<file path="src/board_consts.svh">
`ifndef BOARD_CONSTS_SVH
`define BOARD_CONSTS_SVH

// ----------------------------------------------------------------------
// Board clock and serial link dividers

`define CLK_MHZ         25      // Main board oscillator
`define TM_CLK_DIV      4       // Cycles per half TM1638 serial clock
`define MIC_SCK_DIV     4       // Cycles per half I2S sck

// ----------------------------------------------------------------------
// Front panel geometry and key filtering

`define N_DIGITS        8       // 7-segment digits on the panel
`define N_KEYS          8       // Panel keys, two per read byte
`define DEBOUNCE_SCANS  3       // Equal scans needed to accept a new level

`endif

</file>
<file path="src/audio_pkg.sv">
package audio_pkg;

    localparam int MIC_W = 24;      // INMP441 word length

    typedef struct packed {
        logic               valid;  // One-cycle strobe, no back-pressure
        logic [MIC_W - 1:0] value;  // Two's complement left sample
    } mic_sample_t;

endpackage

</file>
<file path="src/board_types_pkg.sv">
`include "board_consts.svh"

package board_types_pkg;

    // Segment bytes are hgfedcba, segment a in bit 0
    typedef struct packed {
        logic [`N_DIGITS - 1:0][7:0] seg;   // seg[k] drives digit k
        logic [`N_DIGITS - 1:0]      led;   // One LED per digit position
    } tm_display_t;

    typedef struct packed {
        logic                   valid;      // One-cycle strobe per frame
        logic [`N_KEYS - 1:0]   raw;        // Undebounced key levels
    } key_scan_t;

    // ----------------------------------------------------------------------
    // TM1638 command byte, top two bits select the command class

    localparam logic [1:0] CMD_DATA = 2'b01;
    localparam logic [1:0] CMD_ADDR = 2'b11;
    localparam logic [7:0] DISP_ON_MAX = 8'h8F;    // Display on, full brightness

    typedef struct packed {
        logic [1:0] cls;
        logic [1:0] zero;
        logic       test;       // Test mode, kept low
        logic       fixed;      // Fixed address instead of auto increment
        logic       read;       // Key read instead of display write
        logic       rsvd;
    } tm_data_cmd_t;

    typedef struct packed {
        logic [1:0] cls;
        logic [1:0] zero;
        logic [3:0] addr;       // Start address of the write burst
    } tm_addr_cmd_t;

    typedef union packed {
        tm_data_cmd_t data;
        tm_addr_cmd_t addr;
        logic [7:0]   raw;
    } tm_cmd_u;

endpackage

</file>
<file path="src/lab_top.sv">
`timescale 1ns/1ps

`include "board_consts.svh"

module lab_top
(
    input  logic                         clk,
    input  logic                         rst_n,
    input  audio_pkg::mic_sample_t       sample,
    input  logic [`N_KEYS - 1:0]         keys,
    output board_types_pkg::tm_display_t display
);

    import audio_pkg::*;

    localparam int N_HEX = MIC_W / 4;   // Digits carrying the sample

    logic [MIC_W - 1:0] held;

    function automatic logic [7:0] hex_font(input logic [3:0] nibble);
        case (nibble)
            4'h0:    return 8'h3F;
            4'h1:    return 8'h06;
            4'h2:    return 8'h5B;
            4'h3:    return 8'h4F;
            4'h4:    return 8'h66;
            4'h5:    return 8'h6D;
            4'h6:    return 8'h7D;
            4'h7:    return 8'h07;
            4'h8:    return 8'h7F;
            4'h9:    return 8'h6F;
            4'hA:    return 8'h77;
            4'hB:    return 8'h7C;
            4'hC:    return 8'h39;
            4'hD:    return 8'h5E;
            4'hE:    return 8'h79;
            default: return 8'h71;
        endcase
    endfunction

    always_ff @(posedge clk)
    begin
        if (!rst_n)
            held <= '0;
        else if (sample.valid && !keys[0])  // Key 0 freezes the display
            held <= sample.value;
    end

    always_comb
    begin
        for (int k = 0; k < N_HEX; k++)
            display.seg[k] = hex_font(held[4 * k +: 4]);    // Least significant first
        for (int k = N_HEX; k < `N_DIGITS; k++)
            display.seg[k] = 8'h00;
        display.led = keys;
    end

endmodule

</file>
<file path="config.mk">
export PLATFORM = sky130hd
export DESIGN_NAME = lab_top
export DESIGN_NICKNAME = d
export VERILOG_FILES = /design/src/audio_pkg.sv /design/src/board_types_pkg.sv /design/src/lab_top.sv
export VERILOG_INCLUDE_DIRS = /design/src
export SDC_FILE = /design/constraint.sdc
export NUM_CORES = 1
export LEC_CHECK = 0
export ABC_AREA = 1
export BUFFER_PORTS_ARGS = -buffer_cell sky130_fd_sc_hd__buf_2
export CAP_MARGIN = 20
export CORE_ASPECT_RATIO = 0.8
export CORE_UTILIZATION = 46
export DETAILED_ROUTE_END_ITERATION = 8
export GPL_TIMING_DRIVEN = 0
export PLACE_DENSITY = 0.71
export SYNTH_ARGS = -nofsm -noshare
export SYNTH_HDL_FRONTEND = slang
export SYNTH_SLANG_ARGS = --single-unit
</file>
<file path="constraint.sdc">
create_clock -name clk -period 4.1 [get_ports clk]
set_clock_uncertainty 0.05 [all_clocks]
set_input_delay 0.615 -clock clk [delete_from_list [all_inputs] [get_ports clk]]
set_output_delay 0.615 -clock clk [all_outputs]
set_load 0.01 [all_outputs]
</file>
==> flow_summary.ini <==
[die]
core_mm2 = 0.00856
die_area_mm2 = 0.00926
start_util_pct = 47.7
placementRows = 30
io_pins = 107
die_h_um = 86.3
die-width_um = 107

[worst_setup_path]
crit_slowest_cell = nor2_1
path_common_cell = nand3_1
crit_path_max_incr_delay_ns = 0.31
worstPathArrival_ns = 2.23
reg2reg_slack_ns = 2.53
critical_path.endpoint_type = register
worstPathCellList = buf_2, inv_2, buf_2, nand3_1, nand2_1, nor2_1, inv_1, ha_1, inv_1, nand3_1, nand3_1, nand2_1
rr_worst_depth = 8
timing.critical_path.buf_inv = 5
crit_type = in2reg
r2r_start = held[4]
regToRegEndpoint = display[19]
critical-path-top-delay-family = simple AND/OR/NAND/NOR gates
cp.required_ns = 4.29
cp_max_fo = 10
crit_path_start_kind = input pin

[power_and_ir_drop]
p_int_uw = 1170
p_leak_uw = 0.00264
power_frac_seq_pct = 42.8
power_frac_clock_pct = 33.2
p_sw_share_pct = 30.4
combPwrFrac_pct = 24.0
power_switching_uw = 514
power_density_mw_per_mm2 = 346
vdd_drop_max_uv = 164

[job]
maxCapViolCount = 0

[sta]
max_slew_margin_pct = 58.5
fin_crit_sh_pct = 49.9
clock.fmax_mhz = 489
setup_violations = 0
setup_tns_ns = 0
hold_viol = 0
slew_viol_final = 0
worst_pin_slew_ns = 0.622
rsz0062_at_grt = false
timing.final.crit_period_ns = 2.05

[routing]
wl_met2_um = 4040
firstDrtPassIters = 5
wirelength_met1_um = 4120
ant_nets = 0
highest_layer = met4
wl_met3_um = 549
vias_per_cell = 4.70
wl_um = 8930
drt-initial-drc-count = 147
drt-wirelength-per-cell_um = 11.6
vias = 3619
drcViolationCount = 0

[clocking]
cts_tree = done
cts_buffers = 9
clkLatencyLatePin_ns = 0.35
cts_setup_buffers = 0
root_buffer = clkbuf_8
htree_levels = 3
cts_resized = 0
cts_sinks = 66
clk_pin_slew_ns = 0.07
clock_path_buffers = 2
cts_hold_buffers = 0

[synthesis]
synth_area_leaders = dfxtp_1, ha_1, nand2_1
syn-mean-instance-area_um2 = 7.49
synth_warnings = 0
syn_inst = 545
synth_top_cell_area_share_pct = 32.4
yosysSeqAreaShare_pct = 32.4
syn_area_mm2 = 0.00408
yosys.area.top_type = dfxtp_1
synth-seq-cells = 66
ys_types = 20

[place]
dpl.hpwl_um = 6790
numPortBuffers = 76
gp_congestion = 0.886
place_area_mm2 = 0.00468
dp.cells = 754

[min_path]
hold_path_end = held[4]
worst_hold_path.num_cells = 2
worstHoldStart = held[4]
worstHoldPathType = reg2reg

[final_layout]
fin_area_mm2 = 0.00489
n_antenna_cell = 0
area_delta_synth_final_pct = 19.7
layout_common_cells = nand2_1, nand3_1, inv_1, buf_2, dfxtp_1
multi_input_area_mm2 = 0.00220
finalNonFillerCells = 770
final_nets = 730
nFillCells = 810
final_common_cell = nand2_1
drive_gt1_share_pct = 29.2
regArea_mm2 = 0.00132

[grt]
grt_pass1_wl_um = 14900
grt_pass1_vias = 3402
gr-total-overflow = 0
antenna_found_initial = 0
track_usage_pct = 20.5
grt_max_degree = 12

[run_status]
outcome = finished clean
routing by layer:
metal | up-vias | global-route usage, %
li1 | 1843 | -
met3 | 27 | 4.59
met1 | 1622 | 25.5
met2 | 127 | 34.5
met4 | 0 | 8.09
met5 | - | 0
tightest hold or removal path: stages (launching register included):
cell and delay (ns):
dfxtp_1 0.31, nor2_1 0.06, nor2_1 0.09
cells in the mapped netlist:
cell type,number
buf_4,31
o21ai_1,4
dfxtp_1,66
nor2_4,16
nand3_2,13
ha_1,42
nor2_2,5
nand2_1,133
nand2_4,8
buf_6,3
buf_8,1
inv_2,3
nand3_1,95
nor2_1,16
buf_1,3
buf_2,4
inv_1,83
nand2_2,16
conb_1,1
o21ai_0,2
cells by family (layout without fill, tap and decap cells):
kind of cell	after synthesis	in the layout	share of synthesized area [%]
other cells	1	22	0.0919
simple gates	302	302	38.4
fa+ha+maj	42	42	12.9
buf+inv	128	220	15.6
flops	66	66	32.4
compound gates	6	6	0.736
stage by stage:
stage	utilization [%]	setup slack (ns)	hold WS [ns]	power, uW
after floorplan	-	2.14	0.403	1020
after global placement	54.7	1.78	0.416	1130
after detailed placement	54.7	1.72	0.421	1140
after CTS	57.1	2.09	0.439	1710
after global routing	57.1	1.96	0.475	1790
final	57.1	2.05	0.440	1690
sequential cells by signal, indices dropped and copies added, names as in the netlist:
| name | cells |
|---|---|
| display | 42 |
| held | 24 |
cell type report:
cell class / count / share of cell area [%]
multi-input combinational: 372 / 45.1
sequential: 66 / 27.0
timing repair buffer: 76 / 7.78
inverter: 86 / 6.61
buffer: 42 / 6.40
clock buffer: 11 / 3.10
tap: 112 / 2.87
clock inverter: 5 / 1.08
worst max-delay path by stage:
stage	slack, ns	endpoint	cells past startpoint	start
after floorplan	2.14	display[19]	11	keys[0]
final	2.05	display[19]	12	keys[0]
after global routing	1.96	display[19]	12	keys[0]
after CTS	2.09	display[19]	12	keys[0]
after global placement	1.78	display[27]	12	keys[0]
after detailed placement	1.72	display[19]	12	keys[0]
power groups by stage:
stage	combinational [uW]	sequential [uW]	clock (uW)
after floorplan	250	769	0
after global placement	393	737	0
after detailed placement	405	738	0
after CTS	406	724	576
after global routing	458	729	605
final	406	723	560
Note: power is estimated with default switching activity, not from simulation.
