`config.mk`:
```
export PLATFORM = sky130hd
export DESIGN_NAME = key_debouncer
export DESIGN_NICKNAME = d
export VERILOG_FILES = /design/src/key_debouncer.sv
export VERILOG_INCLUDE_DIRS = /design/src
export SDC_FILE = /design/constraint.sdc
export NUM_CORES = 1
export LEC_CHECK = 0
export BUFFER_PORTS_ARGS = -buffer_cell sky130_fd_sc_hd__buf_2
export CAP_MARGIN = 15
export CELL_PAD_IN_SITES_DETAIL_PLACEMENT = 1
export CELL_PAD_IN_SITES_GLOBAL_PLACEMENT = 1
export CORE_AREA = 4 4 41 43
export CTS_BUF_LIST = sky130_fd_sc_hd__clkbuf_2
export CTS_CLUSTER_DIAMETER = 60
export DETAILED_ROUTE_END_ITERATION = 7
export DIE_AREA = 0 0 45 47
export PLACE_DENSITY_LB_ADDON = 0.2
export SETUP_SLACK_MARGIN = 0.4
export SYNTH_ARGS = -nofsm -noshare
export SYNTH_HDL_FRONTEND = slang
export SYNTH_SLANG_ARGS = --single-unit
export TNS_END_PERCENT = 50
```
`constraint.sdc`:
```
create_clock -name clk -period 0.8 [get_ports clk]
set_input_delay 0.08 -clock clk [delete_from_list [all_inputs] [get_ports clk]]
set_output_delay 0.08 -clock clk [all_outputs]
set_load 0.01 [all_outputs]
```
`src/board_consts.svh`:
```
`ifndef BOARD_CONSTS_SVH
`define BOARD_CONSTS_SVH

// ----------------------------------------------------------------------
// Board clock and serial link dividers

`define CLK_MHZ         25      // Main board oscillator
`define TM_CLK_DIV      4       // Cycles per half TM1638 serial clock
`define MIC_SCK_DIV     4       // Cycles per half I2S sck

// ----------------------------------------------------------------------
// Front panel geometry and key filtering

`define N_DIGITS        8       // 7-segment digits on the panel
`define N_KEYS          8       // Panel keys, two per read byte
`define DEBOUNCE_SCANS  3       // Equal scans needed to accept a new level

`endif

```
`src/key_debouncer.sv`:
```
`timescale 1ns/1ps

`include "board_consts.svh"

module key_debouncer
(
    input  logic clk,
    input  logic rst_n,
    input  logic scan_valid,
    input  logic raw,
    output logic stable
);

    localparam int CNT_W = $clog2(`DEBOUNCE_SCANS + 1);

    logic [CNT_W - 1:0] diff_cnt;       // Consecutive scans against stable

    always_ff @(posedge clk)
    begin
        if (!rst_n)
        begin
            stable   <= 1'b0;
            diff_cnt <= '0;
        end
        else if (scan_valid)
        begin
            if (raw == stable)
                diff_cnt <= '0;         // Agreeing scan restarts the count
            else if (diff_cnt == CNT_W'(`DEBOUNCE_SCANS - 1))
            begin
                stable   <= raw;
                diff_cnt <= '0;
            end
            else
                diff_cnt <= diff_cnt + 1'b1;
        end
    end

endmodule

```
==> results of run 1 <==
[power groups by stage]
stage,logic (uW),clock network (uW),registers [uW]
3_5_place_dp,32.0,0,158
4_1_cts,32.5,223,156
3_3_place_gp,32.4,0,158
6_report,32.1,207,156
5_1_grt,36.0,231,156
2_1_floorplan,15.4,0,158
[cell families after synthesis]
logic type	Yosys count	share of synthesized area [%]
flops	3	43.2
xor+xnor	1	6.31
simple gates	7	36.0
mux	1	7.21
compound gates	2	7.21
[synthesized netlist by cell type]
cell type  number  area, sq um
nand2_1         2         7.51
dfxtp_1         3         60.1
xnor2_1         1         8.76
nand4b_1        1         8.76
mux2i_1         1         10.0
nand3b_1        3         22.5
nand4bb_1       1         11.3
o21ai_1         2         10.0
[flip-flops by register name, summed over array words and instances (netlist names)]
| name | count |
|---|---|
| diff_cnt | 2 |
| stable | 1 |
[stage by stage]
stage	setup slack [ns]	total power (uW)	cell area [sq um]	hold slack, ns	utilization [%]
2_1_floorplan	0.111	173	151	0.208	-
3_3_place_gp	0.0781	190	190	0.376	14.6
3_5_place_dp	0.0621	190	190	0.376	14.6
4_1_cts	0.0328	411	216	0.151	16.6
5_1_grt	0.0163	423	216	0.161	16.6
6_report	0.0533	395	216	0.161	16.6
[final cells by class]
| class | count | area [sq um] |
|---|---|---|
| repair buffers | 4 | 26.3 |
| clock buffers | 4 | 20.0 |
| multi-input cells | 11 | 86.3 |
| well taps | 15 | 18.8 |
| fillers | 162 | 1080 |
| flip-flops and latches | 3 | 65.1 |
[routing by layer]
metal	wire, microns	track usage, %	vias to the layer above
li1	-	-	68
met1	141	4.52	62
met2	172	5.08	3
met3	20	1.53	0
met4	0	8.77	0
met5	0	0	-
[worst max-delay path by stage]
| stage | start | to | slack, ns | cells past startpoint |
|---|---|---|---|---|
| 2_1_floorplan | diff_cnt[0] | stable | 0.11 | 2 |
| 3_5_place_dp | diff_cnt[0] | stable | 0.06 | 2 |
| 5_1_grt | diff_cnt[0] | stable | 0.02 | 2 |
| 3_3_place_gp | diff_cnt[0] | stable | 0.08 | 2 |
| 6_report | stable | stable | 0.05 | 1 |
| 4_1_cts | stable | stable | 0.03 | 1 |
[timing repair]
item                                    CTS  global route
buffers inserted                          0             0
hold endpoints to repair                  0             0
gates resized for setup                   1             0
hold buffers                              0             0
cloned                                    0             0
endpoints found under the setup margin    4             4
==> impl_metrics.json, run 1 <==
{
  "status": "finished clean",
  "mostFrequentLayoutCell": "clkbuf_2",
  "antenna_left": 0,
  "tritoncts": "yes",
  "dp_cells": 33,
  "grt_pass1_wl_microns": 593,
  "r2r_cells": 2,
  "synthToLayoutAreaGrowth_pct": 55.9,
  "min_path_cells": 3,
  "endpoint_kind": "primary output",
  "regToRegStartpoint": "diff_cnt[0]",
  "cap_violations": 0,
  "slew_headroom_pct": 91.3,
  "hold_viol_final": 0,
  "yosysWarnings": 0,
  "finalCriticalPeriod_ns": 0.747,
  "syn-num-nets": 18,
  "drt_iter0_markers": 6,
  "p_sw_share_pct": 23.7,
  "cts_root_buf": "clkbuf_2",
  "ir_drop_mv": 0.335,
  "numCtsBuffers": 3,
  "tightest_slew_ns": 0.127,
  "io_buffers": 4,
  "max_stage_delay_ns": 0.35,
  "min-delay-start": "raw",
  "pin_count": 5,
  "grt_antenna_before_repair": 0,
  "seq_area_frac_synth_pct": 43.2,
  "r2r_setup_slack_ns": 0.07,
  "via_per_inst": 3.59,
  "seqPwrFrac_pct": 39.5,
  "crit_required_ns": 0.72,
  "finalSetupTns_ns": 0,
  "synth_seq_cells": 3,
  "initial_core_util_pct": 10.7,
  "p_int_uw": 302,
  "hold_path_class": "in2reg",
  "route.vias.total": 133,
  "path_max_fanout": 3,
  "rsz0062_at_grt": "true",
  "clk_pin_slew_ns": 0.04,
  "finalNonFillerCells": 37,
  "fin_nets": 27,
  "max-clock-path-buffers": 2,
  "grt_start_max_net_pins": 7,
  "path_cells": "buf_6",
  "skew_ns": 0.00189,
  "die_h_microns": 47,
  "clock_sink_count": 3,
  "path_buf_inv": 1,
  "fin_crit_sh_pct": 93.3,
  "routed_wl_microns": 334,
  "fp.dieArea_sq_um": 2120,
  "syn_inst": 14,
  "h-tree-depth": 1,
  "r2r-end": "stable",
  "routedWlPerCell_microns": 9.03,
  "fmax_ghz": 1.34,
  "min_to": "stable",
  "die_w_microns": 45,
  "drc": 0,
  "track_usage_pct": 4.50,
  "finalMaxSlewViolations": 0,
  "ys_types": 8,
  "routabilityCongestion": 0.649,
  "insertion_delay_ns": 0.20,
  "p_sw_uw": 93.5,
  "worst_setup_path_start_kind": "flip-flop",
  "combPwrFrac_pct": 8.1,
  "pwr_density_cell_nw_per_um2": 1830,
  "setup_viol": 0,
  "firstDrtPassIters": 3,
  "worstPathArrival_ns": 0.67,
  "syn_area_sq_um": 139,
  "critical_path_class": "reg2out",
  "critPathTopFamily": "flip-flops",
  "p_leak_uw": 0.0000876,
  "p_clk_share_pct": 52.4,
  "diodes": 0,
  "rows": 13,
  "core_sq_um": 1300,
  "drive_above_1_share_pct": 50.0,
  "final_cell_mix": "clkbuf_2 (4), nand3b_1 (3), buf_2 (3)",
  "grt_pass1_vias": 148,
  "grt-ovfl-total": 0,
  "avgSynthCellArea_sq_um": 9.92,
  "slowest_stage": "dfxtp_4"
}
Note: power is estimated with default switching activity, not from simulation.
==> run 2, diff against run 1 <==
HOLD_SLACK_MARGIN = 0.05   (was default)
PLACE_DENSITY = 0.39   (was default)
PLACE_DENSITY_LB_ADDON = default   (was 0.2)
==> impl_metrics.json, run 2 (synthesis gave the netlist of run 1 again) <==
{
  "status": "finished clean",
  "setup_viol": 0,
  "tritoncts": "yes",
  "worst_setup_path_start_kind": "flip-flop",
  "drt_iter0_markers": 3,
  "clk_pin_slew_ns": 0.04,
  "route.vias.total": 140,
  "fp.dieArea_sq_um": 2120,
  "numCtsBuffers": 3,
  "core_sq_um": 1300,
  "pin_count": 5,
  "path_max_fanout": 3,
  "critPathTopFamily": "flip-flops",
  "firstDrtPassIters": 2,
  "h-tree-depth": 1,
  "mostFrequentLayoutCell": "clkbuf_2",
  "path_buf_inv": 1,
  "antenna_left": 0,
  "postCtsSetupBuffers": 0,
  "highest_layer": "met3",
  "grt_start_max_net_pins": 7,
  "dr_wl_met2_microns": 211,
  "tightest_slew_ns": 0.161,
  "pwr_density_cell_nw_per_um2": 1820,
  "drc": 0,
  "critical_path_class": "reg2out",
  "routed_wl_microns": 330,
  "endpoint_kind": "primary output",
  "track_usage_pct": 4.34,
  "finalMaxSlewViolations": 0,
  "grt-ovfl-total": 0,
  "dr_wl_met3_microns": 18,
  "regToRegStartpoint": "diff_cnt[0]",
  "largest_reg_flops": 2,
  "cts_root_buf": "clkbuf_2",
  "clock_sink_count": 3,
  "largest_register": "diff_cnt",
  "cts_hold_buf": 0,
  "drive_above_1_share_pct": 54.5,
  "slowest_stage": "dfxtp_4",
  "r2r_cells": 2,
  "reg_top3": "diff_cnt x2, stable x1",
  "fin_nets": 27,
  "finalCriticalPeriod_ns": 0.743,
  "r2r-end": "stable",
  "met1_length_microns": 100,
  "die_w_microns": 45,
  "rows": 13,
  "die_h_microns": 47,
  "via_per_inst": 3.78,
  "min-delay-start": "raw",
  "grt_antenna_before_repair": 0,
  "grt_pass1_vias": 177,
  "fmax_ghz": 1.35,
  "dp_worst_setup_slack_ns": 0.0746,
  "synthToLayoutAreaGrowth_pct": 56.8,
  "insertion_delay_ns": 0.20,
  "ir_drop_mv": 0.415,
  "path_cells": "buf_6",
  "cap_violations": 0,
  "min_to": "stable",
  "setup_slack_ns": 0.0568,
  "fin_hold_ws_ns": 0.163,
  "rsz0062_at_grt": "true",
  "min_path_cells": 3,
  "max-clock-path-buffers": 2,
  "hold_viol_final": 0,
  "p_leak_uw": 0.0000881,
  "hold_path_class": "in2reg",
  "max_stage_delay_ns": 0.35,
  "slew_headroom_pct": 89.2,
  "finalSetupTns_ns": 0,
  "grt_pass1_wl_microns": 579,
  "routabilityCongestion": 0.626,
  "r2r_setup_slack_ns": 0.07,
  "diodes": 0,
  "worstPathArrival_ns": 0.66,
  "final_cell_mix": "clkbuf_2 (4), nand3b_1 (3), buf_2 (3)",
  "crit_required_ns": 0.72,
  "fin_crit_sh_pct": 92.9,
  "initial_core_util_pct": 10.7,
  "routedWlPerCell_microns": 8.92,
  "io_buffers": 4,
  "skew_ns": 0.00324
}
## run 2: cell count changes in the layout (fill, tap and decap cells not counted)
cell / before / now
dfxtp_2: 1 / 2
dfxtp_1: 1 / 0
## run 2: timing repair
item / in CTS / in global routing
resized for setup: 1 / 1
endpoints found under the setup margin: 4 / 4
pin swaps: 0 / 2
## run 2: worst max-delay path by stage
stage / from / end / slack (ns) / depth (start not counted)
6_report: stable / stable / 0.06 / 1
4_1_cts: stable / stable / 0.04 / 1
2_1_floorplan: diff_cnt[0] / stable / 0.11 / 2
3_5_place_dp: diff_cnt[0] / stable / 0.07 / 2
5_1_grt: stable / stable / 0.03 / 1
3_3_place_gp: diff_cnt[0] / stable / 0.09 / 2
## run 2: final cells by class
cell class              count  area (sq um)
clock buffers               4          20.0
fillers                   157          1080
multi-input cells          11          86.3
flip-flops and latches      3          66.3
well taps                  15          18.8
repair buffers              4          26.3
## run 2: worst reg2reg max path, cell delays in order, from the launching register on
cell	delay [ns]
dfxtp_2	0.32
nand3b_1	0.16
mux2i_1	0.12
## run 2: stage by stage
step | total power (uW) | cells | util [%] | cell area [sq um]
after global routing | 418 | 37 | 16.7 | 218
after global placement | 190 | 33 | 14.6 | 190
after detailed placement | 191 | 33 | 14.6 | 190
final | 397 | 37 | 16.7 | 218
after floorplan | 173 | 14 | - | 151
after CTS | 405 | 37 | 16.6 | 216
## run 2: power breakdown
group / leakage (uW) / switching, uW / internal, uW
combinational: 0.0000454 / 15.4 / 17.6
sequential: 0.0000261 / 4.02 / 152
clock: 0.0000166 / 75.8 / 132
## run 2: per-layer routing
metal	track usage (%)	vias to the layer above
li1	-	69
met4	7.02	0
met2	7.91	4
met5	0	-
met1	2.72	67
met3	1.15	0
