==> src/board_consts.svh <==
`ifndef BOARD_CONSTS_SVH
`define BOARD_CONSTS_SVH

// ----------------------------------------------------------------------
// Board clock and serial link dividers

`define CLK_MHZ         25      // Main board oscillator
`define TM_CLK_DIV      4       // Cycles per half TM1638 serial clock
`define MIC_SCK_DIV     4       // Cycles per half I2S sck

// ----------------------------------------------------------------------
// Front panel geometry and key filtering

`define N_DIGITS        8       // 7-segment digits on the panel
`define N_KEYS          8       // Panel keys, two per read byte
`define DEBOUNCE_SCANS  3       // Equal scans needed to accept a new level

`endif

==> src/audio_pkg.sv <==
package audio_pkg;

    localparam int MIC_W = 24;      // INMP441 word length

    typedef struct packed {
        logic               valid;  // One-cycle strobe, no back-pressure
        logic [MIC_W - 1:0] value;  // Two's complement left sample
    } mic_sample_t;

endpackage

==> src/inmp441_mic_i2s_receiver.sv <==
`timescale 1ns/1ps

`include "board_consts.svh"

module inmp441_mic_i2s_receiver
(
    input  logic                   clk,
    input  logic                   rst_n,
    output logic                   sck,
    output logic                   ws,
    output logic                   lr,
    input  logic                   sd,
    output audio_pkg::mic_sample_t sample
);

    import audio_pkg::*;

    localparam int DIV_W = $clog2(`MIC_SCK_DIV + 1);

    logic [DIV_W - 1:0] div_cnt;
    logic [5:0]         bit_cnt;        // sck periods in one ws frame
    logic               div_end;
    logic               sck_rise;
    logic               sck_fall;
    logic               take_bit;
    logic [MIC_W - 1:0] shift_q;
    logic               valid_q;

    assign div_end  = div_cnt == DIV_W'(`MIC_SCK_DIV - 1);
    assign sck_rise = div_end & ~sck;
    assign sck_fall = div_end & sck;

    // Left slot data sits in bits 1 to 24 after ws falls
    assign take_bit = sck_rise & ~ws
                    & (bit_cnt[4:0] >= 5'd1) & (bit_cnt[4:0] <= 5'(MIC_W));

    assign ws = bit_cnt[5];             // Toggles every 32 sck periods
    assign lr = 1'b0;                   // Mic answers in the left slot

    always_ff @(posedge clk)
    begin
        if (!rst_n)
        begin
            div_cnt <= '0;
            sck     <= 1'b0;
            bit_cnt <= '0;
            valid_q <= 1'b0;
        end
        else
        begin
            div_cnt <= div_end ? '0 : div_cnt + 1'b1;

            if (div_end)
                sck <= ~sck;

            if (sck_fall)
                bit_cnt <= bit_cnt + 1'b1;

            valid_q <= take_bit & (bit_cnt[4:0] == 5'(MIC_W));    // Last bit in
        end
    end

    always_ff @(posedge clk)
    begin
        if (take_bit)
            shift_q <= {shift_q[MIC_W - 2:0], sd};   // MSB first
    end

    assign sample.valid = valid_q;
    assign sample.value = shift_q;

endmodule

==> config.mk <==
export PLATFORM = sky130hd
export DESIGN_NAME = inmp441_mic_i2s_receiver
export DESIGN_NICKNAME = d
export VERILOG_FILES = /design/src/audio_pkg.sv /design/src/inmp441_mic_i2s_receiver.sv
export VERILOG_INCLUDE_DIRS = /design/src
export SDC_FILE = /design/constraint.sdc
export NUM_CORES = 1
export LEC_CHECK = 0
export ABC_AREA = 1
export BUFFER_PORTS_ARGS = -buffer_cell sky130_fd_sc_hd__buf_4
export CAP_MARGIN = 20
export CORE_ASPECT_RATIO = 1.5
export CORE_UTILIZATION = 35
export CTS_BUF_LIST = sky130_fd_sc_hd__clkbuf_8 sky130_fd_sc_hd__clkbuf_16
export CTS_CLUSTER_SIZE = 24
export DETAILED_ROUTE_END_ITERATION = 6
export PLACE_DENSITY_LB_ADDON = 0.2
export RECOVER_POWER = 50
export SYNTH_ARGS = -nofsm -noshare
export SYNTH_HDL_FRONTEND = slang
export SYNTH_SLANG_ARGS = --single-unit
==> constraint.sdc <==
create_clock -name clk -period 2.3 [get_ports clk]
set_input_delay 0 -clock clk [delete_from_list [all_inputs] [get_ports clk]]
set_output_delay 0 -clock clk [all_outputs]
set_load 0.02 [all_outputs]
==> qor.txt, run 1 <==
Setup ws final - 571 ps
Ys Warns - 0
CTS Buf Count - 5
Setup violations, final - 0
Synth Area in Simple Gates - 0.141
I/O pins - 31
Gr ovfl total - 0
Max-cap violations - 0
Chip height - 76.2 um
Clock tree sinks - 35
Via density - 4.42
GR Util All Layers - 0.124
Hpwl dp - 1420 um
Initial detailed-routing violation count - 17
Post-Syn Area - 0.00129 sq mm
H-tree depth - 2
Clock buffer depth - 2
Fraction of layout cells with a size suffix above 1 - 0.200
Main combinational cell family by area after synthesis - simple AND/OR/NAND/NOR gates
Most used routing layer - met2
Vias in the first global route - 759
Net load switching power - 0.229 mW
Total power - 1.23 mW
Crit path DAT - 1690 ps
Multi-input logic area - 280 sq um
Flops & latches, synth - 35
Met1 Usage GRT - 0.130
IO Port Bufs - 29
Pre-antenna DRT Iters - 4
Endpoints failing hold - 0
Comb pwr share - 0.027
Clock-pin slew on the worst setup and hold paths - 70 ps
P_leak - 0.631 nW
Critical Path Source Type - register
Pwr dens - 767 mW/mm^2
Yosys cell types - 19
Post-route ant nets - 0
Met3 Usage GRT - 0.0559
Crit Path Class - register to register
Initial core utilization - 0.373
Layout area overhead - 24.9%
Ant diodes - 0
Syn_area_per_cell - 13.1 sq um
CTS tree - built
Peak supply drop - 0.491 mV
Max Slew Vio Count - 0
Syn Nets - 106
Largest net degree at the start of global routing - 25
Post-Route WL - 2010 um
Reg power frac - 0.549
Synth Area in XOR/XNOR - 0
Synth Instances - 98
Antenna violations before repair - 0
Post-route minimum period - 1730 ps
Fillers - 357
Die area - 0.00393 sq mm
Mux contribution to synthesized area - 0
Core ar. - 0.00345 sq mm
First-pass GRT wire length - 3390 um
Register area - 941 sq um
Worst Skew - 5.25 ps
Clock network fraction of total power - 0.424
Status - finished clean
Met2 GRT Util - 0.191
Hold Path Class - register to register
Clock root buffer - clkbuf_8
WP data required - 2260 ps
Worst Path Max Fanout - 24
Post-DR wirelength/cell - 11.4 um
Int Power - 1.00 mW
GPL Wtd Cong - 0.761
Unrepaired setup endpoints after global routing - false
Post-synthesis sequential area ratio - 0.732
Post-layout nets - 143
Rows - 26
Pre-CTS setup slack - 549 ps
Sw frac - 0.186
Compound-gate portion of the synthesized area - 0.0233
Total vias in the final route - 782
Fin crit share - 0.752
TNS Setup - 0 ps
DR DRC count - 0
Crit. End Element - register
Fmax - 578 MHz
# resized after CTS - 0
Clock Latency Late Sink - 280 ps
Width of the die - 51.5 um
Adder-cell share of the synthesized area - 0.0486
-- power by group through the flow --
| stage | Sequential [mW] | Combinational, mW | Clock [mW] |
|---|---|---|---|
| floorplan | 0.692 | 0.0208 | 0 |
| global placement | 0.691 | 0.0303 | 0 |
| detailed placement | 0.691 | 0.0317 | 0 |
| CTS | 0.677 | 0.0343 | 0.538 |
| global route | 0.677 | 0.0390 | 0.570 |
| finish | 0.677 | 0.0333 | 0.522 |
-- placed cells by master, fill, tap and decap left out, types with 4 or more instances in the layout --
| cell | instances |
|---|---|
| inv_1 | 11 |
| nand2_1 | 10 |
| nor2_1 | 11 |
| edfxtp_1 | 24 |
| a21oi_1 | 4 |
| clkbuf_1 | 19 |
| buf_4 | 10 |
| ha_1 | 5 |
| clkbuf_8 | 5 |
| dfxtp_1 | 11 |
-- sequential cells by signal, indices dropped and copies added (netlist names) --
signal   count
shift_q     24
bit_cnt      6
valid_q      1
div_cnt      3
sck          1
-- final cells by class --
class	count	area share
Clock buffer	5	0.0428
Clock inverter	2	0.0234
Inverter	14	0.0327
Multi-Input combinational cell	47	0.174
Sequential cell	35	0.586
Tap cell	42	0.0327
Timing Repair Buffer	32	0.108
-- metrics by stage --
stage | instances | cell area (sq um) | utilization | hold slack (ps)
after floorplan | 98 | 1290 | - | 98.9
after global placement | 168 | 1550 | 0.450 | 178
after detailed placement | 168 | 1550 | 0.450 | 185
after CTS | 177 | 1680 | 0.487 | 423
after global routing | 177 | 1610 | 0.466 | 448
final | 177 | 1610 | 0.466 | 439
-- synthesized netlist by cell type --
| master | n | share of area |
|---|---|---|
| a21oi_1 | 4 | 0.016 |
| buf_4 | 2 | 0.012 |
| conb_1 | 1 | 0.0029 |
| dfxtp_1 | 11 | 0.17 |
| edfxtp_1 | 24 | 0.56 |
| ha_1 | 5 | 0.049 |
| inv_1 | 11 | 0.032 |
| inv_2 | 3 | 0.0088 |
| nand2_1 | 10 | 0.029 |
| nand2_4 | 1 | 0.0088 |
| nand3_1 | 2 | 0.0078 |
| nand4_1 | 3 | 0.015 |
| nor2_1 | 12 | 0.035 |
| nor2_2 | 2 | 0.0097 |
| nor2_4 | 1 | 0.0088 |
| nor2_8 | 1 | 0.016 |
| nor3_1 | 3 | 0.012 |
| o21ai_0 | 1 | 0.0039 |
| o21ai_1 | 1 | 0.0039 |
-- critical path: stages, from the launching register on --
cell,delay (ps)
dfxtp_1,340
ha_1,150
ha_1,220
inv_1,70
nor3_1,150
nand2_1,110
nor2_2,80
buf_4,290
-- path summary, 6_finish.rpt --
path,end,start,cells after the start,slack (ps)
setup / recovery,shift_q[3],div_cnt[0],7,570
hold reg to reg,div_cnt[0],div_cnt[0],1,440
hold / removal,div_cnt[0],div_cnt[0],1,440
setup reg to reg,shift_q[3],div_cnt[0],7,570
-- per-layer routing --
layer / up-vias / routed length [um] / share of wire
met3: 6 / 134 / 0.067
met4: 0 / 67 / 0.033
li1: 393 / - / -
met5: - / 0 / 0
met2: 24 / 962 / 0.48
met1: 359 / 848 / 0.42
-- logic make-up after synthesis --
logic type / count (synthesis)
simple gates: 35
flops: 35
buf+inv: 16
compound gates: 6
fa+ha+maj: 5
other cells: 1
-- timing repair --
action	4_1_cts	5_1_grt
endpoints found under the hold margin	3	0
hold buffers	2	0
setup buffers	0	0
(Power assumes the default switching activity.)
==> run 2, diff against run 1 <==
==> constraint.sdc (replaced) <==
create_clock -name clk -period 1.68 [get_ports clk]
set_input_delay 0 -clock clk [delete_from_list [all_inputs] [get_ports clk]]
set_output_delay 0 -clock clk [all_outputs]
set_load 0.02 [all_outputs]
==> run 2 against run 1 <==
Compared with the run above:
- clock-buffer cell count unchanged
- via count grew 2.3%
- clock skew is 3.1 ps higher
- die area is the same
- critical path type unchanged
- critical endpoint is now shift_q[0]
==> qor.txt, run 2 (synthesized netlist as in run 1, its figures left out) <==
Post-route cell area - 0.00167 sq mm
Peak supply drop - 0.723 mV
Comb pwr share - 0.032
Pwr dens - 1060 mW/mm^2
GR Util All Layers - 0.131
Register-to-Register Setup Slack - 140 ps
Pre-antenna DRT Iters - 4
Total vias in the final route - 800
Initial detailed-routing violation count - 18
Post-layout nets - 143
Placed inst area - 0.00160 sq mm
Fillers - 350
Crit. End Element - register
Post-Route WL - 2200 um
Int Power - 1.40 mW
TNS Setup - 0 ps
Rows - 26
Hold path start - div_cnt[0]
Endpoints failing hold - 0
Worst r2r dst - shift_q[0]
Post-route minimum period - 1540 ps
Critical Path Source Type - register
Setup violations, final - 0
Fin crit share - 0.916
Non-filler cells, final - 178
Chip height - 76.2 um
Unrepaired setup endpoints after global routing - false
Hpwl dp - 1520 um
Max Slew Vio Count - 0
Critical path launch point - div_cnt[0]
Ant diodes - 0
Clock tree sinks - 35
I/O pins - 31
Worst reg2reg path depth - 7
Largest net degree at the start of global routing - 25
Clock root buffer - clkbuf_8
Crit path DAT - 1530 ps
Width of the die - 51.5 um
Clock Latency Late Sink - 290 ps
Reg2Reg Launch Point - div_cnt[0]
Post-DR wirelength/cell - 12.3 um
Vias in the first global route - 804
Status - finished clean
Clock buffer depth - 2
H-tree depth - 2
Post-CTS setup buffers - 0
Commonest cells after routing, fill and taps aside - edfxtp_1, clkbuf_1, nor2_1
Max reg flops - 24
Sw frac - 0.207
Post-route ant nets - 0
Fraction of layout cells with a size suffix above 1 - 0.250
Reg power frac - 0.528
First-pass GRT wire length - 3640 um
Initial core utilization - 0.373
Most common cell after layout, fill and taps aside - edfxtp_1
Via density - 4.49
Final hold slack - 432 ps
Core Util, Final - 0.483
Setup ws final - 141 ps
Worst Path Max Fanout - 24
P_leak - 0.641 nW
Clock network fraction of total power - 0.440
Crit Path Class - register to register
Gr ovfl total - 0
Clock-pin slew on the worst setup and hold paths - 70 ps
Setup crit end - shift_q[0]
GPL Wtd Cong - 0.750
Largest registers - shift_q x24, bit_cnt x6, div_cnt x3
Pre-CTS setup slack - 136 ps
IO Port Bufs - 29
CTS tree - built
Cells after DPL - 168
Hold Path Class - register to register
CTS Buf Count - 5
Antenna violations before repair - 0
Fmax - 650 MHz
Net load switching power - 0.366 mW
Most flop-heavy register - shift_q
Core ar. - 0.00345 sq mm
Worst Skew - 8.34 ps
Layout area overhead - 29.6%
WP data required - 1670 ps
DR DRC count - 0
Total power - 1.76 mW
Max-cap violations - 0
Die area - 0.00393 sq mm
[run 2: changes by cell type in the layout (fill, tap and decap cells not counted), moves of 2 or more]
cell	before	now
ha_4	0	2
ha_1	5	3
dfxtp_2	0	2
dfxtp_1	11	9
[run 2: timing repair]
| action | CTS | global route |
|---|---|---|
| resized for setup | 0 | 0 |
| hold buffers | 2 | 0 |
| hold endpoints to repair | 3 | 0 |
[run 2: cell type report]
class | count | area (sq um) | share of cell area
Sequential cell | 35 | 943 | 0.566
Tap cell | 42 | 52.6 | 0.0315
Timing Repair Buffer | 32 | 186 | 0.112
Clock inverter | 3 | 47.5 | 0.0285
Inverter | 14 | 52.6 | 0.0315
Clock buffer | 5 | 68.8 | 0.0413
Multi-Input combinational cell | 47 | 315 | 0.189
[run 2: how the worst min path moves through the flow]
| stage | to | slack (ps) | cells past startpoint |
|---|---|---|---|
| 5_1_grt | shift_q[0] | 450 | 2 |
| 2_1_floorplan | shift_q[0] | 100 | 0 |
| 4_1_cts | shift_q[0] | 420 | 2 |
| 3_5_place_dp | shift_q[0] | 190 | 1 |
| 6_report | div_cnt[0] | 430 | 1 |
| 3_3_place_gp | shift_q[0] | 180 | 1 |
[run 2: power by group through the flow]
stage | sequential, mW | clock [mW] | combinational (mW)
3_3_place_gp | 0.950 | 0 | 0.0499
3_5_place_dp | 0.951 | 0 | 0.0539
2_1_floorplan | 0.952 | 0 | 0.0365
5_1_grt | 0.932 | 0.837 | 0.0645
4_1_cts | 0.931 | 0.804 | 0.0579
6_report | 0.931 | 0.776 | 0.0562
[run 2: layer usage]
| layer | vias to the layer above | GRT usage | share of wire |
|---|---|---|---|
| met5 | - | 0 | 0 |
| met4 | 0 | 0.0730 | 0.028 |
| met3 | 6 | 0.0539 | 0.054 |
| met2 | 24 | 0.197 | 0.50 |
| met1 | 372 | 0.153 | 0.41 |
| li1 | 398 | - | - |
[run 2: critical path, stage by stage (launching register included)]
cell	delay, ps
dfxtp_2	350
ha_4	140
ha_4	150
inv_2	40
nor3_2	140
nand2_1	110
nor2_4	130
buf_12	180
==> run 3, diff against run 2 <==
--- a/config.mk
+++ b/config.mk
@@ -7,7 +7,7 @@
 export NUM_CORES = 1
 export LEC_CHECK = 0
 export ABC_AREA = 1
-export BUFFER_PORTS_ARGS = -buffer_cell sky130_fd_sc_hd__buf_4
+export BUFFER_PORTS_ARGS = -buffer_cell sky130_fd_sc_hd__buf_2
 export CAP_MARGIN = 20
 export CORE_ASPECT_RATIO = 1.5
 export CORE_UTILIZATION = 35
==> run 3 against run 2 <==
Compared with the run above:
- utilization down 0.87 points
- combinational power down 7.3%
- hold slack worse by 420 ps
- routed wire length down 8.7%
- worst setup slack about the same
- global-route usage down 1.0 points
- first-iteration DRC count unchanged
- flip-flop and latch count unchanged
- maximum frequency about the same
- power up 0.10%
- sequential share of layout area up 1.0 points
- critical path type unchanged
- largest power group unchanged
- highest routed layer unchanged
==> qor.txt, run 3 (synthesized netlist as in run 1, its figures left out) <==
Status - finished clean
Post-layout nets - 142
H-tree depth - 2
Clock tree sinks - 35
Worst reg2reg path depth - 7
Net load switching power - 0.332 mW
Commonest cells after routing, fill and taps aside - edfxtp_1, clkbuf_1, nor2_1
Pre-CTS setup slack - 132 ps
Sw frac - 0.188
Slowest CP cell - dfxtp_2
Largest registers - shift_q x24, bit_cnt x6, div_cnt x3
CP Depth - 7
Layout area overhead - 27.2%
Max Slew Vio Count - 0
Critical Path Source Type - register
Initial core utilization - 0.373
Hpwl dp - 1450 um
Max-cap violations - 0
Chip height - 76.2 um
Worst r2r dst - shift_q[0]
Post-DR wirelength/cell - 11.3 um
Hold Path Class - primary input to register
Fin crit share - 0.916
Setup violations, final - 0
Post-Route WL - 2000 um
Fmax - 650 MHz
Post-route minimum period - 1540 ps
Max reg flops - 24
Comb pwr share - 0.030
CP bufs+invs - 2
Reg2Reg Launch Point - div_cnt[0]
Critical Path Max Stage Delay - 350 ps
Most flop-heavy register - shift_q
DR DRC count - 0
Die area - 0.00393 sq mm
Ant diodes - 0
Via density - 4.40
I/O pins - 31
Clock network fraction of total power - 0.443
CTS Buf Count - 5
GR Util All Layers - 0.120
P_leak - 0.633 nW
Cell mode on critical path - ha_4
Cell chain of the critical path - ha_4 -> ha_4 -> inv_2 -> nor3_2 -> nand2_1 -> nor2_4 -> buf_12
Crit path DAT - 1530 ps
Worst Path Max Fanout - 24
WP data required - 1670 ps
Clock Latency Late Sink - 280 ps
Final hold slack - 15.2 ps
Endpoints failing hold - 0
IO Port Bufs - 29
Gr ovfl total - 0
Critical path launch point - div_cnt[0]
Non-filler cells, final - 177
Pwr dens - 1080 mW/mm^2
Crit. End Element - register
Rows - 26
Core ar. - 0.00345 sq mm
Worst Skew - 4.27 ps
Antenna violations before repair - 0
Setup ws final - 141 ps
Peak supply drop - 0.791 mV
Register-to-Register Setup Slack - 140 ps
Most common cell after layout, fill and taps aside - edfxtp_1
Setup crit end - shift_q[0]
Unrepaired setup endpoints after global routing - false
Int Power - 1.43 mW
Cell family with most CP delay - simple AND/OR/NAND/NOR gates
TNS Setup - 0 ps
Crit Path Class - register to register
First-pass GRT wire length - 3290 um
Reg power frac - 0.527
Fraction of layout cells with a size suffix above 1 - 0.252
Clock buffer depth - 2
Initial detailed-routing violation count - 18
Clock-pin slew on the worst setup and hold paths - 70 ps
Vias in the first global route - 722
Post-route ant nets - 0
Width of the die - 51.5 um
Clock root buffer - clkbuf_8
Cells after DPL - 168
Total power - 1.77 mW
# resized after CTS - 0
CTS tree - built
Pre-antenna DRT Iters - 4
GPL Wtd Cong - 0.691
Largest net degree at the start of global routing - 25
Total vias in the final route - 778
==> run 3: cell types whose count changed in the layout (fill, tap and decap cells not counted), sizes merged <==
| cell | change |
|---|---|
| buf | +1 |
| clkinv | -1 |
| dlygate4sd3 | -1 |
==> run 3: layout make-up <==
| cell class | count | area (sq um) |
|---|---|---|
| multi-input cells | 47 | 315 |
| repair buffers | 31 | 151 |
| flip-flops and latches | 35 | 943 |
| clock inverters | 2 | 38.8 |
| inverters | 14 | 52.6 |
| well taps | 42 | 52.6 |
| clock buffers | 6 | 82.6 |
| fillers | 346 | 1810 |
==> run 3: power by group through the flow <==
stage | clock [mW] | sequential [mW] | combinational, mW
3_5_place_dp | 0 | 0.950 | 0.0523
6_report | 0.782 | 0.931 | 0.0521
2_1_floorplan | 0 | 0.952 | 0.0365
3_3_place_gp | 0 | 0.950 | 0.0473
5_1_grt | 0.836 | 0.931 | 0.0606
4_1_cts | 0.808 | 0.931 | 0.0542
==> run 3: per-layer routing <==
layer / GRT usage / routed length (um) / up-vias
li1: - / - / 394
met1: 0.132 / 837 / 356
met2: 0.178 / 1010 / 22
met3: 0.0519 / 102 / 6
met4: 0.0892 / 60 / 0
met5: 0 / 0 / -
==> run 3: worst min path at each step <==
stage,start,end,depth (start not counted)
floorplan,sd,shift_q[0],0
global placement,sd,shift_q[0],1
detailed placement,sd,shift_q[0],1
CTS,rst_n,bit_cnt[3],3
global route,rst_n,bit_cnt[3],3
finish,rst_n,bit_cnt[3],3
==> run 3: repair_timing <==
action / in CTS / in global routing
hold endpoints to repair: 1 / 0
hold buffers: 1 / 0
setup buffers: 0 / 0
==> run 3: metrics by stage <==
step | cell area [sq um] | utilization
3_3_place_gp | 1530 | 0.443
6_report | 1640 | 0.475
4_1_cts | 1660 | 0.481
2_1_floorplan | 1330 | -
3_5_place_dp | 1530 | 0.443
5_1_grt | 1640 | 0.475
==> run 3: worst min-delay path, delay by kind of cell <==
kind / cells / cell delay (ps)
buffers and inverters: 1 / 150
AND/OR/NAND/NOR: 2 / 110
